### src/logic/fetch_params.svh
`ifndef FETCH_PARAMS_SVH
`define FETCH_PARAMS_SVH

// ######################################
// Fetch subsystem sizing
// ######################################

// Width of an instruction word, an address and the PC
`define FETCH_XLEN 32

// First address fetched after reset
`define FETCH_RESET_PC 32'h0000_1000

// Distance between two sequential instructions
`define FETCH_PC_STEP 32'd4

`endif

### src/logic/fetch_ctrl_pkg.sv
`default_nettype none

package fetch_ctrl_pkg;

    // ######################################
    // Fetch sequencer states
    // ######################################
    typedef enum logic [1:0] {
        ST_BOOT  = 2'b00,  // One idle cycle after reset
        ST_FETCH = 2'b01,  // Request is held towards memory
        ST_HOLD  = 2'b10,  // No request while decode holds a full buffer
        ST_DRAIN = 2'b11   // Old request still open after a redirect
    } fetch_state_e;

endpackage

`default_nettype wire

### src/logic/fetch_isa_pkg.sv
`default_nettype none

package fetch_isa_pkg;

    // Major opcodes that the front end needs to recognise
    typedef enum logic [6:0] {
        OP_LOAD   = 7'b0000011,
        OP_OPIMM  = 7'b0010011,
        OP_OP     = 7'b0110011,
        OP_BRANCH = 7'b1100011,
        OP_JALR   = 7'b1100111,
        OP_JAL    = 7'b1101111
    } opcode_e;

    typedef struct packed {
        logic [6:0] funct7;
        logic [4:0] rs2;
        logic [4:0] rs1;
        logic [2:0] funct3;
        logic [4:0] rd;
        opcode_e    opcode;
    } rtype_t;

    typedef struct packed {
        logic [11:0] imm12;  // Sits on the funct7 and rs2 bits of the R view
        logic [4:0]  rs1;
        logic [2:0]  funct3;
        logic [4:0]  rd;
        opcode_e     opcode;
    } itype_t;

    // One fetched word seen as either format
    typedef union packed {
        rtype_t rtype;
        itype_t itype;
    } instr_u;

endpackage

`default_nettype wire

### src/logic/fetch_if.sv
`timescale 1ns/100ps
`default_nettype none

`include "fetch_params.svh"

// ######################################
// Held word from the buffer to pre-decode
// ######################################
interface fetch_word_if import fetch_isa_pkg::*; ();
    instr_u                 word;
    logic [`FETCH_XLEN-1:0] addr;
    logic                   valid;  // Single cycle per delivered word
    logic                   stall;

    modport producer (
        output word,
        output addr,
        output valid,
        input  stall
    );

    modport consumer (
        input word,
        input addr,
        input valid
    );
endinterface

// ######################################
// PC controls from the FSM to the counter
// ######################################
interface pc_ctrl_if ();
    logic                   advance;
    logic                   load;     // Wins over advance
    logic [`FETCH_XLEN-1:0] load_pc;
    logic [`FETCH_XLEN-1:0] pc;       // Address currently requested

    modport ctrl (output advance, output load, output load_pc);
    modport counter (input advance, input load, input load_pc, output pc);
endinterface

`default_nettype wire

### src/logic/fetch_buffer.sv
`timescale 1ns/100ps
`default_nettype none

`include "fetch_params.svh"

module fetch_buffer import fetch_isa_pkg::*; (
    input  wire                    f_clk,
    input  wire                    f_rst_n,
    input  wire                    i_load,
    input  wire                    i_flush,
    input  wire [`FETCH_XLEN-1:0]  i_data,
    input  wire [`FETCH_XLEN-1:0]  i_addr,
    output logic                   o_full,
    fetch_word_if.producer         word_if
);

    instr_u                 held_word;
    logic [`FETCH_XLEN-1:0] held_addr;
    logic                   full_q;
    logic                   drain;

    // The word leaves when decode is free and no redirect kills it
    assign drain = full_q && !word_if.stall && !i_flush;

    // ######################################
    // Occupancy
    // ######################################
    always_ff @(posedge f_clk or negedge f_rst_n) begin
        if (!f_rst_n) begin
            full_q <= 1'b0;
        end else if (i_flush) begin
            full_q <= 1'b0;
        end else if (i_load) begin
            full_q <= 1'b1;  // Covers a refill in the cycle the old word drains
        end else if (drain) begin
            full_q <= 1'b0;
        end
    end

    // Word and its address are captured together
    always_ff @(posedge f_clk) begin
        if (i_load) begin
            held_word <= i_data;
            held_addr <= i_addr;
        end
    end

    assign o_full        = full_q;
    assign word_if.word  = held_word;
    assign word_if.addr  = held_addr;
    assign word_if.valid = drain;

endmodule

`default_nettype wire

### src/logic/fetch_fsm.sv
`timescale 1ns/100ps
`default_nettype none

`include "fetch_params.svh"

module fetch_fsm import fetch_ctrl_pkg::*; (
    input  wire                    f_clk,
    input  wire                    f_rst_n,
    input  wire                    i_imem_ack,
    input  wire                    i_redirect,
    input  wire [`FETCH_XLEN-1:0]  i_redirect_pc,
    input  wire                    i_buf_full,
    input  wire                    i_stall,
    output logic                   o_imem_req,
    output logic                   o_buf_load,
    output logic                   o_buf_flush,
    pc_ctrl_if.ctrl                pc_ctrl
);

    fetch_state_e state_q;
    fetch_state_e state_d;
    logic         can_take;
    logic         in_flight;

    // Buffer is empty or hands its word to decode in this cycle
    assign can_take  = !i_buf_full || !i_stall;
    assign in_flight = (state_q == ST_FETCH) || (state_q == ST_DRAIN);
    assign o_imem_req = in_flight;

    always_comb begin
        state_d         = state_q;
        o_buf_load      = 1'b0;
        o_buf_flush     = 1'b0;
        pc_ctrl.advance = 1'b0;
        pc_ctrl.load    = 1'b0;
        pc_ctrl.load_pc = i_redirect_pc;

        if (i_redirect) begin
            o_buf_flush  = 1'b1;
            pc_ctrl.load = 1'b1;
            if (in_flight && !i_imem_ack) begin
                state_d = ST_DRAIN;  // Memory still owes a word for the old stream
            end else begin
                pc_ctrl.advance = 1'b1;
                state_d         = ST_FETCH;
            end
        end else begin
            case (state_q)
                ST_BOOT: begin
                    state_d = ST_FETCH;
                end
                ST_FETCH: begin
                    if (i_imem_ack && can_take) begin
                        o_buf_load      = 1'b1;
                        pc_ctrl.advance = 1'b1;
                    end else if (i_imem_ack) begin
                        // No room for the word, fetch it again once decode moves
                        state_d = ST_HOLD;
                    end
                end
                ST_HOLD: begin
                    if (can_take) begin
                        state_d = ST_FETCH;
                    end
                end
                ST_DRAIN: begin
                    if (i_imem_ack) begin
                        pc_ctrl.advance = 1'b1;  // Data dropped, redirect target goes out next
                        state_d         = ST_FETCH;
                    end
                end
                default: state_d = ST_BOOT;
            endcase
        end
    end

    always_ff @(posedge f_clk or negedge f_rst_n) begin
        if (!f_rst_n) begin
            state_q <= ST_BOOT;
        end else begin
            state_q <= state_d;
        end
    end

endmodule

`default_nettype wire

### src/logic/fetch_top.sv
`timescale 1ns/100ps
`default_nettype none

`include "fetch_params.svh"

module fetch_top (
    input  wire                    f_clk,
    input  wire                    f_rst_n,
    input  wire                    i_imem_ack,
    input  wire [`FETCH_XLEN-1:0]  i_imem_data,
    input  wire                    i_stall,
    input  wire                    i_redirect,
    input  wire [`FETCH_XLEN-1:0]  i_redirect_pc,
    output logic                   o_imem_req,
    output logic [`FETCH_XLEN-1:0] o_imem_addr,
    output logic                   o_valid,
    output logic [`FETCH_XLEN-1:0] o_instr,
    output logic [`FETCH_XLEN-1:0] o_addr,
    output logic [4:0]             o_rd,
    output logic [4:0]             o_rs1,
    output logic [4:0]             o_rs2,
    output logic [`FETCH_XLEN-1:0] o_imm,
    output logic                   o_is_branch,
    output logic                   o_is_jump
);

    logic buf_load;
    logic buf_flush;
    logic buf_full;

    fetch_word_if i_word_if ();
    pc_ctrl_if    i_pc_if ();

    assign i_word_if.stall = i_stall;  // Decode back-pressure reaches the buffer here

    fetch_fsm i_fetch_fsm (
        .f_clk         (f_clk),
        .f_rst_n       (f_rst_n),
        .i_imem_ack    (i_imem_ack),
        .i_redirect    (i_redirect),
        .i_redirect_pc (i_redirect_pc),
        .i_buf_full    (buf_full),
        .i_stall       (i_stall),
        .o_imem_req    (o_imem_req),
        .o_buf_load    (buf_load),
        .o_buf_flush   (buf_flush),
        .pc_ctrl       (i_pc_if.ctrl)
    );

    pc_counter i_pc_counter (
        .f_clk      (f_clk),
        .f_rst_n    (f_rst_n),
        .pc_ctrl    (i_pc_if.counter),
        .o_req_addr (o_imem_addr)
    );

    // Each word is tagged with the address of the request that fetched it
    fetch_buffer i_fetch_buffer (
        .f_clk   (f_clk),
        .f_rst_n (f_rst_n),
        .i_load  (buf_load),
        .i_flush (buf_flush),
        .i_data  (i_imem_data),
        .i_addr  (i_pc_if.pc),
        .o_full  (buf_full),
        .word_if (i_word_if.producer)
    );

    instr_predecode i_instr_predecode (
        .word_if     (i_word_if.consumer),
        .o_valid     (o_valid),
        .o_instr     (o_instr),
        .o_addr      (o_addr),
        .o_rd        (o_rd),
        .o_rs1       (o_rs1),
        .o_rs2       (o_rs2),
        .o_imm       (o_imm),
        .o_is_branch (o_is_branch),
        .o_is_jump   (o_is_jump)
    );

endmodule

`default_nettype wire

### src/logic/instr_predecode.sv
`timescale 1ns/100ps
`default_nettype none

`include "fetch_params.svh"

module instr_predecode import fetch_isa_pkg::*; (
    fetch_word_if.consumer         word_if,
    output logic                   o_valid,
    output logic [`FETCH_XLEN-1:0] o_instr,
    output logic [`FETCH_XLEN-1:0] o_addr,
    output logic [4:0]             o_rd,
    output logic [4:0]             o_rs1,
    output logic [4:0]             o_rs2,
    output logic [`FETCH_XLEN-1:0] o_imm,
    output logic                   o_is_branch,
    output logic                   o_is_jump
);

    instr_u  word;
    opcode_e opcode;

    assign word   = word_if.word;
    assign opcode = word.rtype.opcode;

    assign o_valid = word_if.valid;
    assign o_instr = word;
    assign o_addr  = word_if.addr;

    // Register fields sit at the same place in every format
    assign o_rd  = word.rtype.rd;
    assign o_rs1 = word.rtype.rs1;
    assign o_rs2 = word.rtype.rs2;

    assign o_imm = {{(`FETCH_XLEN - 12){word.itype.imm12[11]}}, word.itype.imm12};

    // ######################################
    // Control flow class
    // ######################################
    always_comb begin
        o_is_branch = 1'b0;
        o_is_jump   = 1'b0;
        case (opcode)
            OP_BRANCH: o_is_branch = 1'b1;
            OP_JAL,
            OP_JALR:   o_is_jump   = 1'b1;  // Both link and leave the sequence
            default:   o_is_branch = 1'b0;
        endcase
    end

endmodule

`default_nettype wire

### src/logic/pc_counter.sv
`timescale 1ns/100ps
`default_nettype none

`include "fetch_params.svh"

module pc_counter (
    input  wire                    f_clk,
    input  wire                    f_rst_n,
    pc_ctrl_if.counter             pc_ctrl,
    output logic [`FETCH_XLEN-1:0] o_req_addr
);

    logic [`FETCH_XLEN-1:0] req_addr;  // Address of the request in flight
    logic [`FETCH_XLEN-1:0] next_pc;   // Address that the following request will use
    logic [`FETCH_XLEN-1:0] base;

    // A load replaces the sequential address before any step is taken
    assign base = pc_ctrl.load ? pc_ctrl.load_pc : next_pc;

    always_ff @(posedge f_clk or negedge f_rst_n) begin
        if (!f_rst_n) begin
            req_addr <= `FETCH_RESET_PC;
            next_pc  <= `FETCH_RESET_PC + `FETCH_PC_STEP;
        end else if (pc_ctrl.advance) begin
            req_addr <= base;  // A new request starts with this address
            next_pc  <= base + `FETCH_PC_STEP;
        end else if (pc_ctrl.load) begin
            // The open request keeps its address until memory answers it
            next_pc <= pc_ctrl.load_pc;
        end
    end

    assign pc_ctrl.pc = req_addr;
    assign o_req_addr = req_addr;

endmodule

`default_nettype wire
### config.mk
export PLATFORM = sky130hd
export DESIGN_NAME = fetch_top
export DESIGN_NICKNAME = d
export VERILOG_FILES = /design/src/logic/fetch_ctrl_pkg.sv /design/src/logic/fetch_isa_pkg.sv /design/src/logic/fetch_if.sv /design/src/logic/fetch_buffer.sv /design/src/logic/fetch_fsm.sv /design/src/logic/fetch_top.sv /design/src/logic/instr_predecode.sv /design/src/logic/pc_counter.sv
export VERILOG_INCLUDE_DIRS = /design/src /design/src/logic
export SDC_FILE = /design/constraint.sdc
export NUM_CORES = 1
export LEC_CHECK = 0
export ABC_AREA = 1
export BUFFER_PORTS_ARGS = -buffer_cell sky130_fd_sc_hd__buf_2
export CAP_MARGIN = 20
export CORE_MARGIN = 2
export CORE_UTILIZATION = 34
export CTS_BUF_LIST = sky130_fd_sc_hd__clkbuf_4 sky130_fd_sc_hd__clkbuf_8
export CTS_CLUSTER_SIZE = 30
export DETAILED_ROUTE_END_ITERATION = 16
export GPL_ROUTABILITY_DRIVEN = 0
export RECOVER_POWER = 50
export SLEW_MARGIN = 20
export SYNTH_ARGS = -nofsm -noshare
export SYNTH_HDL_FRONTEND = slang
export SYNTH_SLANG_ARGS = --single-unit
### constraint.sdc
create_clock -name f_clk -period 2.35 [get_ports f_clk]
set_input_delay 0.235 -clock f_clk [delete_from_list [all_inputs] [get_ports f_clk]]
set_output_delay 0.235 -clock f_clk [all_outputs]
set_load 0.01 [all_outputs]
After elaboration in Yosys (flattened, before gate mapping). Index checks and enable logic that the tools add are counted.

Input bits: 69. Output and inout bits: 147. Word-level logic and storage cells: 53. Register bits after elaboration: 131.

Eq/ne operators: 10. Muxes and demuxes: 22. Reduce and logical (&&, ||, !) cells: 14. Add/subtract/negate cells: 1.

Operators by type and width (count): 32-bit 2-to-1 mux (2); 32-bit by 3-bit adder with 32-bit output (second input constant) (1); 7-bit == test (second input constant) (3); 1-bit 2-to-1 mux (12); 2-bit 2-to-1 mux (6); 3-bit inequality test (second input constant) (3); 2-bit one-hot mux with 4 select lines (1); 2-bit == test (second input constant) (2); 1-bit logical AND (4); 1-bit logical NOT (4); 4-bit AND reduction (1); 3-bit by 2-bit inequality test with 1-bit output (second input constant) (1); 3-bit nonzero test (1); 2-bit by 1-bit == test with 1-bit output (second input constant) (1); 2-bit logical NOT (1); 1-bit logical OR (2); 1-bit one-hot mux with 2 select lines (1); 2-bit OR reduction (1).

Logic depth before layout (Yosys ltp).
Word-level depth: 8. Depth in mapped cells: 14.

Hierarchy. From an unflattened synthesis, not the netlist that was laid out.

Cells, all modules: 739. Area total of the unflattened synthesis: 6945.4 µm².

By module, submodules not included: pc_counter (cells each 487, area each 3669.8 µm², times used 1); fetch_buffer (cells each 69, area each 1975.6 µm², times used 1); instr_predecode (cells each 121, area each 879.6 µm², times used 1); fetch_fsm (cells each 62, area each 420.4 µm², times used 1).

Worst setup path after synthesis. Ideal clock, no wire load.

Path type: input to register. Start: input i_redirect. End: register i_fetch_buffer.held_addr[0] (netlist: i_fetch_buffer.word_if.addr[0]) (enable). Slack: -241 ps. Library setup time: 418 ps. Stages on the path: 7. Required time: 1932 ps. Buffers on the path: 4. Data arrival time: 2173 ps. Cells stage by stage: buf_6 -> inv_8 -> buf_6 -> buf_6 -> buf_2 -> nand2_1 -> inv_1.

Longest elaborated chain between the ends: 1.

Ends and longest elaborated chain: start, declared (RTL line fetch_top.sv:12) `input wire i_redirect,`; 1-bit 2-to-1 mux (RTL line fetch_fsm.sv:38) `if (i_redirect) begin`; via buf_load (RTL line fetch_top.sv:27) `logic buf_load;`; end signal, assigned (RTL line fetch_buffer.sv:44) `held_addr <= i_addr;`; end, declared (RTL line fetch_buffer.sv:18) `` logic [`FETCH_XLEN-1:0] held_addr; ``.

The timed path passes the listed nets, and every way through them passes these cells. A chain may end at the register's enable or synchronous reset.

Worst setup path in the final report.
Start: input i_redirect. End: register i_pc_counter.next_pc[31].

Longest elaborated chain between the ends: 4. Elaborated cells between the ends (all ways): 5.

Ends and longest elaborated chain: 1-bit 2-to-1 mux (RTL line fetch_fsm.sv:38); 32-bit 2-to-1 mux; 32-bit by 3-bit adder with 32-bit output (no source line); 32-bit 2-to-1 mux * (RTL line pc_counter.sv:24) `end else if (pc_ctrl.advance) begin`; end signal, assigned (RTL line pc_counter.sv:23) `` next_pc <= `FETCH_RESET_PC + `FETCH_PC_STEP; ``; end signal, assigned (RTL line pc_counter.sv:26) `` next_pc <= base + `FETCH_PC_STEP; ``; end signal, assigned (RTL line pc_counter.sv:29) `next_pc <= pc_ctrl.load_pc;`; end, declared (RTL line pc_counter.sv:14) `` logic [`FETCH_XLEN-1:0] next_pc; ``.

Mark *: on every way between the ends. The rest lies on a longest branch, timed or not.

==> qor.yml <==
run_status:
  status: "complete, but fails checks"
  violations: "capacitance limit, slew limit"
critical_path:
  reg2reg_to: "i_pc_counter.next_pc[25]"
  worst_setup_path_start_kind: "input pin"
  path_common_cell: "nand2_1"
  timing.rr.start: "i_fetch_fsm.state_q[0]"
  critPathMaxStageDelay_ns: 0.39
  cp_cell_sequence: "clkbuf_1 > buf_12 > buf_4 > nand2_1 > o21ai_1 > nand2_1 > nor2_1 > nand3_1 > nor2_4 > nand2_1 > nand2_1 > nand2_1"
  cp-end-kind: "flop"
  rrSetupSlack_ns: 0.49
  crit_arrival_ns: 2.21
  r2r_cells: 8
  critical_path_class: "in -> reg"
  cp.required_ns: 2.68
  cpMaxStageDelayCell: "clkbuf_1"
  worstPathMaxFanout: 24
detailed_routing:
  drcViolationCount: 0
  routed_wl_um: 15300
  vias: 4637
  drt_pre_antenna_iters: 4
  wl_per_cell_um: 14.7
  ant_nets: 0
  viasPerCell: 4.43
  first_iter_violations: 290
pwr:
  power_density_nw_per_um2: 902
  p_leak_nw: 3.41
  total_power_mw: 6.87
  ir_drop_mv: 0.341
timing:
  report.final.slew_viol_count: 28
  fmaxAchievable_mhz: 532
  maxSlewHeadroom_pct: -13.9
  rsz0062_at_grt: "false"
  finalCritPeriodShare_pct: 80.0
  skew_ns: 0.0107
  setup_viol: 0
  fin_crit_ns: 1.88
  timing.hold.ws_ns: 0.0285
  tightest_slew_ns: 1.71
  setup_tns_ns: 0
  finalHoldViolCount: 0
synth:
  ys_types: 37
  synth_seq_area_share_pct: 60.1
  synth_nets: 663
  synthSimpleGateAreaFrac_pct: 20.7
  syn_area_per_cell_um2: 10.1
  synth_top_family_by_area: "simple AND/OR/NAND/NOR gates"
  ys_warn_count: 0
  synthAdderAreaFrac_pct: 0.209
  synth_compound_area_share_pct: 4.76
  synthesis.area_um2: 5990
  ys_seq_elements: 131
  synth-xor-area-share_pct: 2.34
  synth_mux_area_share_pct: 0.564
  synth_cells: 593
finish:
  final_common_cell: "nand2_1"
  layout_common_cells: "166 x nand2_1, 143 x buf_2, 72 x clkbuf_1"
  fin_area_um2: 7610
  fill_cells: 1714
  multiInputGateArea_um2: 1710
  final-seq-area_um2: 3600
  nNetsFinal: 878
  antennaDiodeCount: 0
  drive_gt1_share_pct: 28.0
  syn2layout_area_growth_pct: 27.0
clocking:
  cts_tree: "yes"
  htreeDepth: 4
  numCtsBuffers: 17
  postCtsSetupRepairBufs: 0
  clock_sinks: 131
  clock-root-buffer: "clkbuf_8"
  clock_path_buffers: 2
  insertion_delay_ns: 0.44
  clk_pin_slew_ns: 0.08
global_route:
  grt.met2_usage_pct: 27.5
  first_global_vias: 4375
  use_met1_pct: 20.7
  overflow: 0
  antenna_found_initial: 0
  grt-busiest-layer: "met2"
  gr-usage-all-layers_pct: 16.4
  grt_pass1_wl_um: 23000
  grt_max_degree: 65
  grt_use_met3_pct: 4.48
die:
  die_y_um: 137
  ioPinCount: 216
  rows: 48
  start_util_pct: 34.8
  coreArea_um2: 17200
  die_area_um2: 18700
  die_x_um: 137
hold_path:
  min_from: "i_redirect_pc[0]"
  holdPathStages: 3
  whs_endpoint: "i_pc_counter.next_pc[0]"
  hp-class: "in -> reg"
place:
  place_area_um2: 7000
  hpwl_um: 11400
  port_buffers: 215
job:
  drv_cap: 1
where the power goes:
| group | switching (mW) | internal [mW] | total (mW) | leakage (nW) |
|---|---|---|---|---|
| combinational | 1.11 | 0.629 | 1.73 | 1.84 |
| sequential | 0.319 | 3.02 | 3.34 | 1.39 |
| clock | 0.948 | 0.841 | 1.79 | 0.183 |
registers in the layout, indices dropped and copies added, names as in the netlist:
register	flops
i_fetch_buffer.o_full	1
i_fetch_buffer.word_if.addr	32
i_fetch_buffer.word_if.word	32
i_fetch_fsm.state_q	2
i_pc_counter.next_pc	32
i_pc_counter.o_req_addr	32
layer usage:
layer  wire (um)  vias up
li1            -     2316
met1        6520     2143
met2        7580      164
met3        1090       14
met4         150        0
met5           0        -
per-stage QoR:
stage | setup WS, ns | cells | util, %
2_1_floorplan | 0.0921 | 593 | -
3_3_place_gp | 0.261 | 981 | 40.6
3_5_place_dp | 0.235 | 981 | 40.6
4_1_cts | 0.490 | 1046 | 44.7
5_1_grt | 0.238 | 1046 | 44.1
6_report | 0.471 | 1046 | 44.1
what timing repair did:
action                                 CTS  global route
gates resized for setup                  0             0
setup endpoints to repair                0             0
hold buffers                            33             0
endpoints found under the hold margin   57             0
how the worst max path moves through the flow:
stage,from,endpoint,slack [ns],depth (start not counted)
floorplan,i_redirect,i_fetch_buffer.word_if.addr[0],0.09,7
CTS,i_fetch_fsm.state_q[0],i_pc_counter.next_pc[25],0.49,8
finish,i_redirect,i_pc_counter.next_pc[31],0.47,12
global route,f_rst_n,i_pc_counter.next_pc[7],0.24,2
global placement,i_redirect,i_pc_counter.next_pc[31],0.26,12
detailed placement,i_redirect,i_pc_counter.next_pc[27],0.23,12
synth_stat cells, drive strengths merged:
library cell  number  area (um^2)
a21oi              1         5.00
a31oi             11         68.8
buf               64          489
clkbuf             2         7.51
dfrtp             64         1600
dfstp              3         78.8
edfxtp            64         1920
ha                 1         12.5
inv               46          180
mux2               3         33.8
nand2            177          692
nand3             21          123
nand3b             1         7.51
nand4              9         62.6
nor2              60          285
nor3               3         20.0
nor3b              3         27.5
nor4               1         6.26
o21ai             40          211
or2                3         18.8
xnor2              1         8.76
xor2              15          131
layout make-up:
type | count | share of cell area [%]
Clock buffer | 17 | 3.08
Clock inverter | 15 | 1.76
Inverter | 46 | 2.42
Multi-Input combinational cell | 350 | 22.5
Sequential cell | 131 | 47.3
Tap cell | 225 | 3.70
Timing Repair Buffer | 262 | 19.2
logic make-up (layout without fill, tap and decap cells):
kind of cell,Yosys count,after routing
xor+xnor,16,16
fa+ha+maj,1,1
simple gates,278,278
flops,131,131
compound gates,52,52
buf+inv,112,340
mux,3,3
worst max-delay path, delay by kind of cell:
kind	cells	cell delay [ns]
simple gates	8	0.92
buf+inv	3	0.89
compound gates	1	0.16
(Power assumes the default switching activity.)
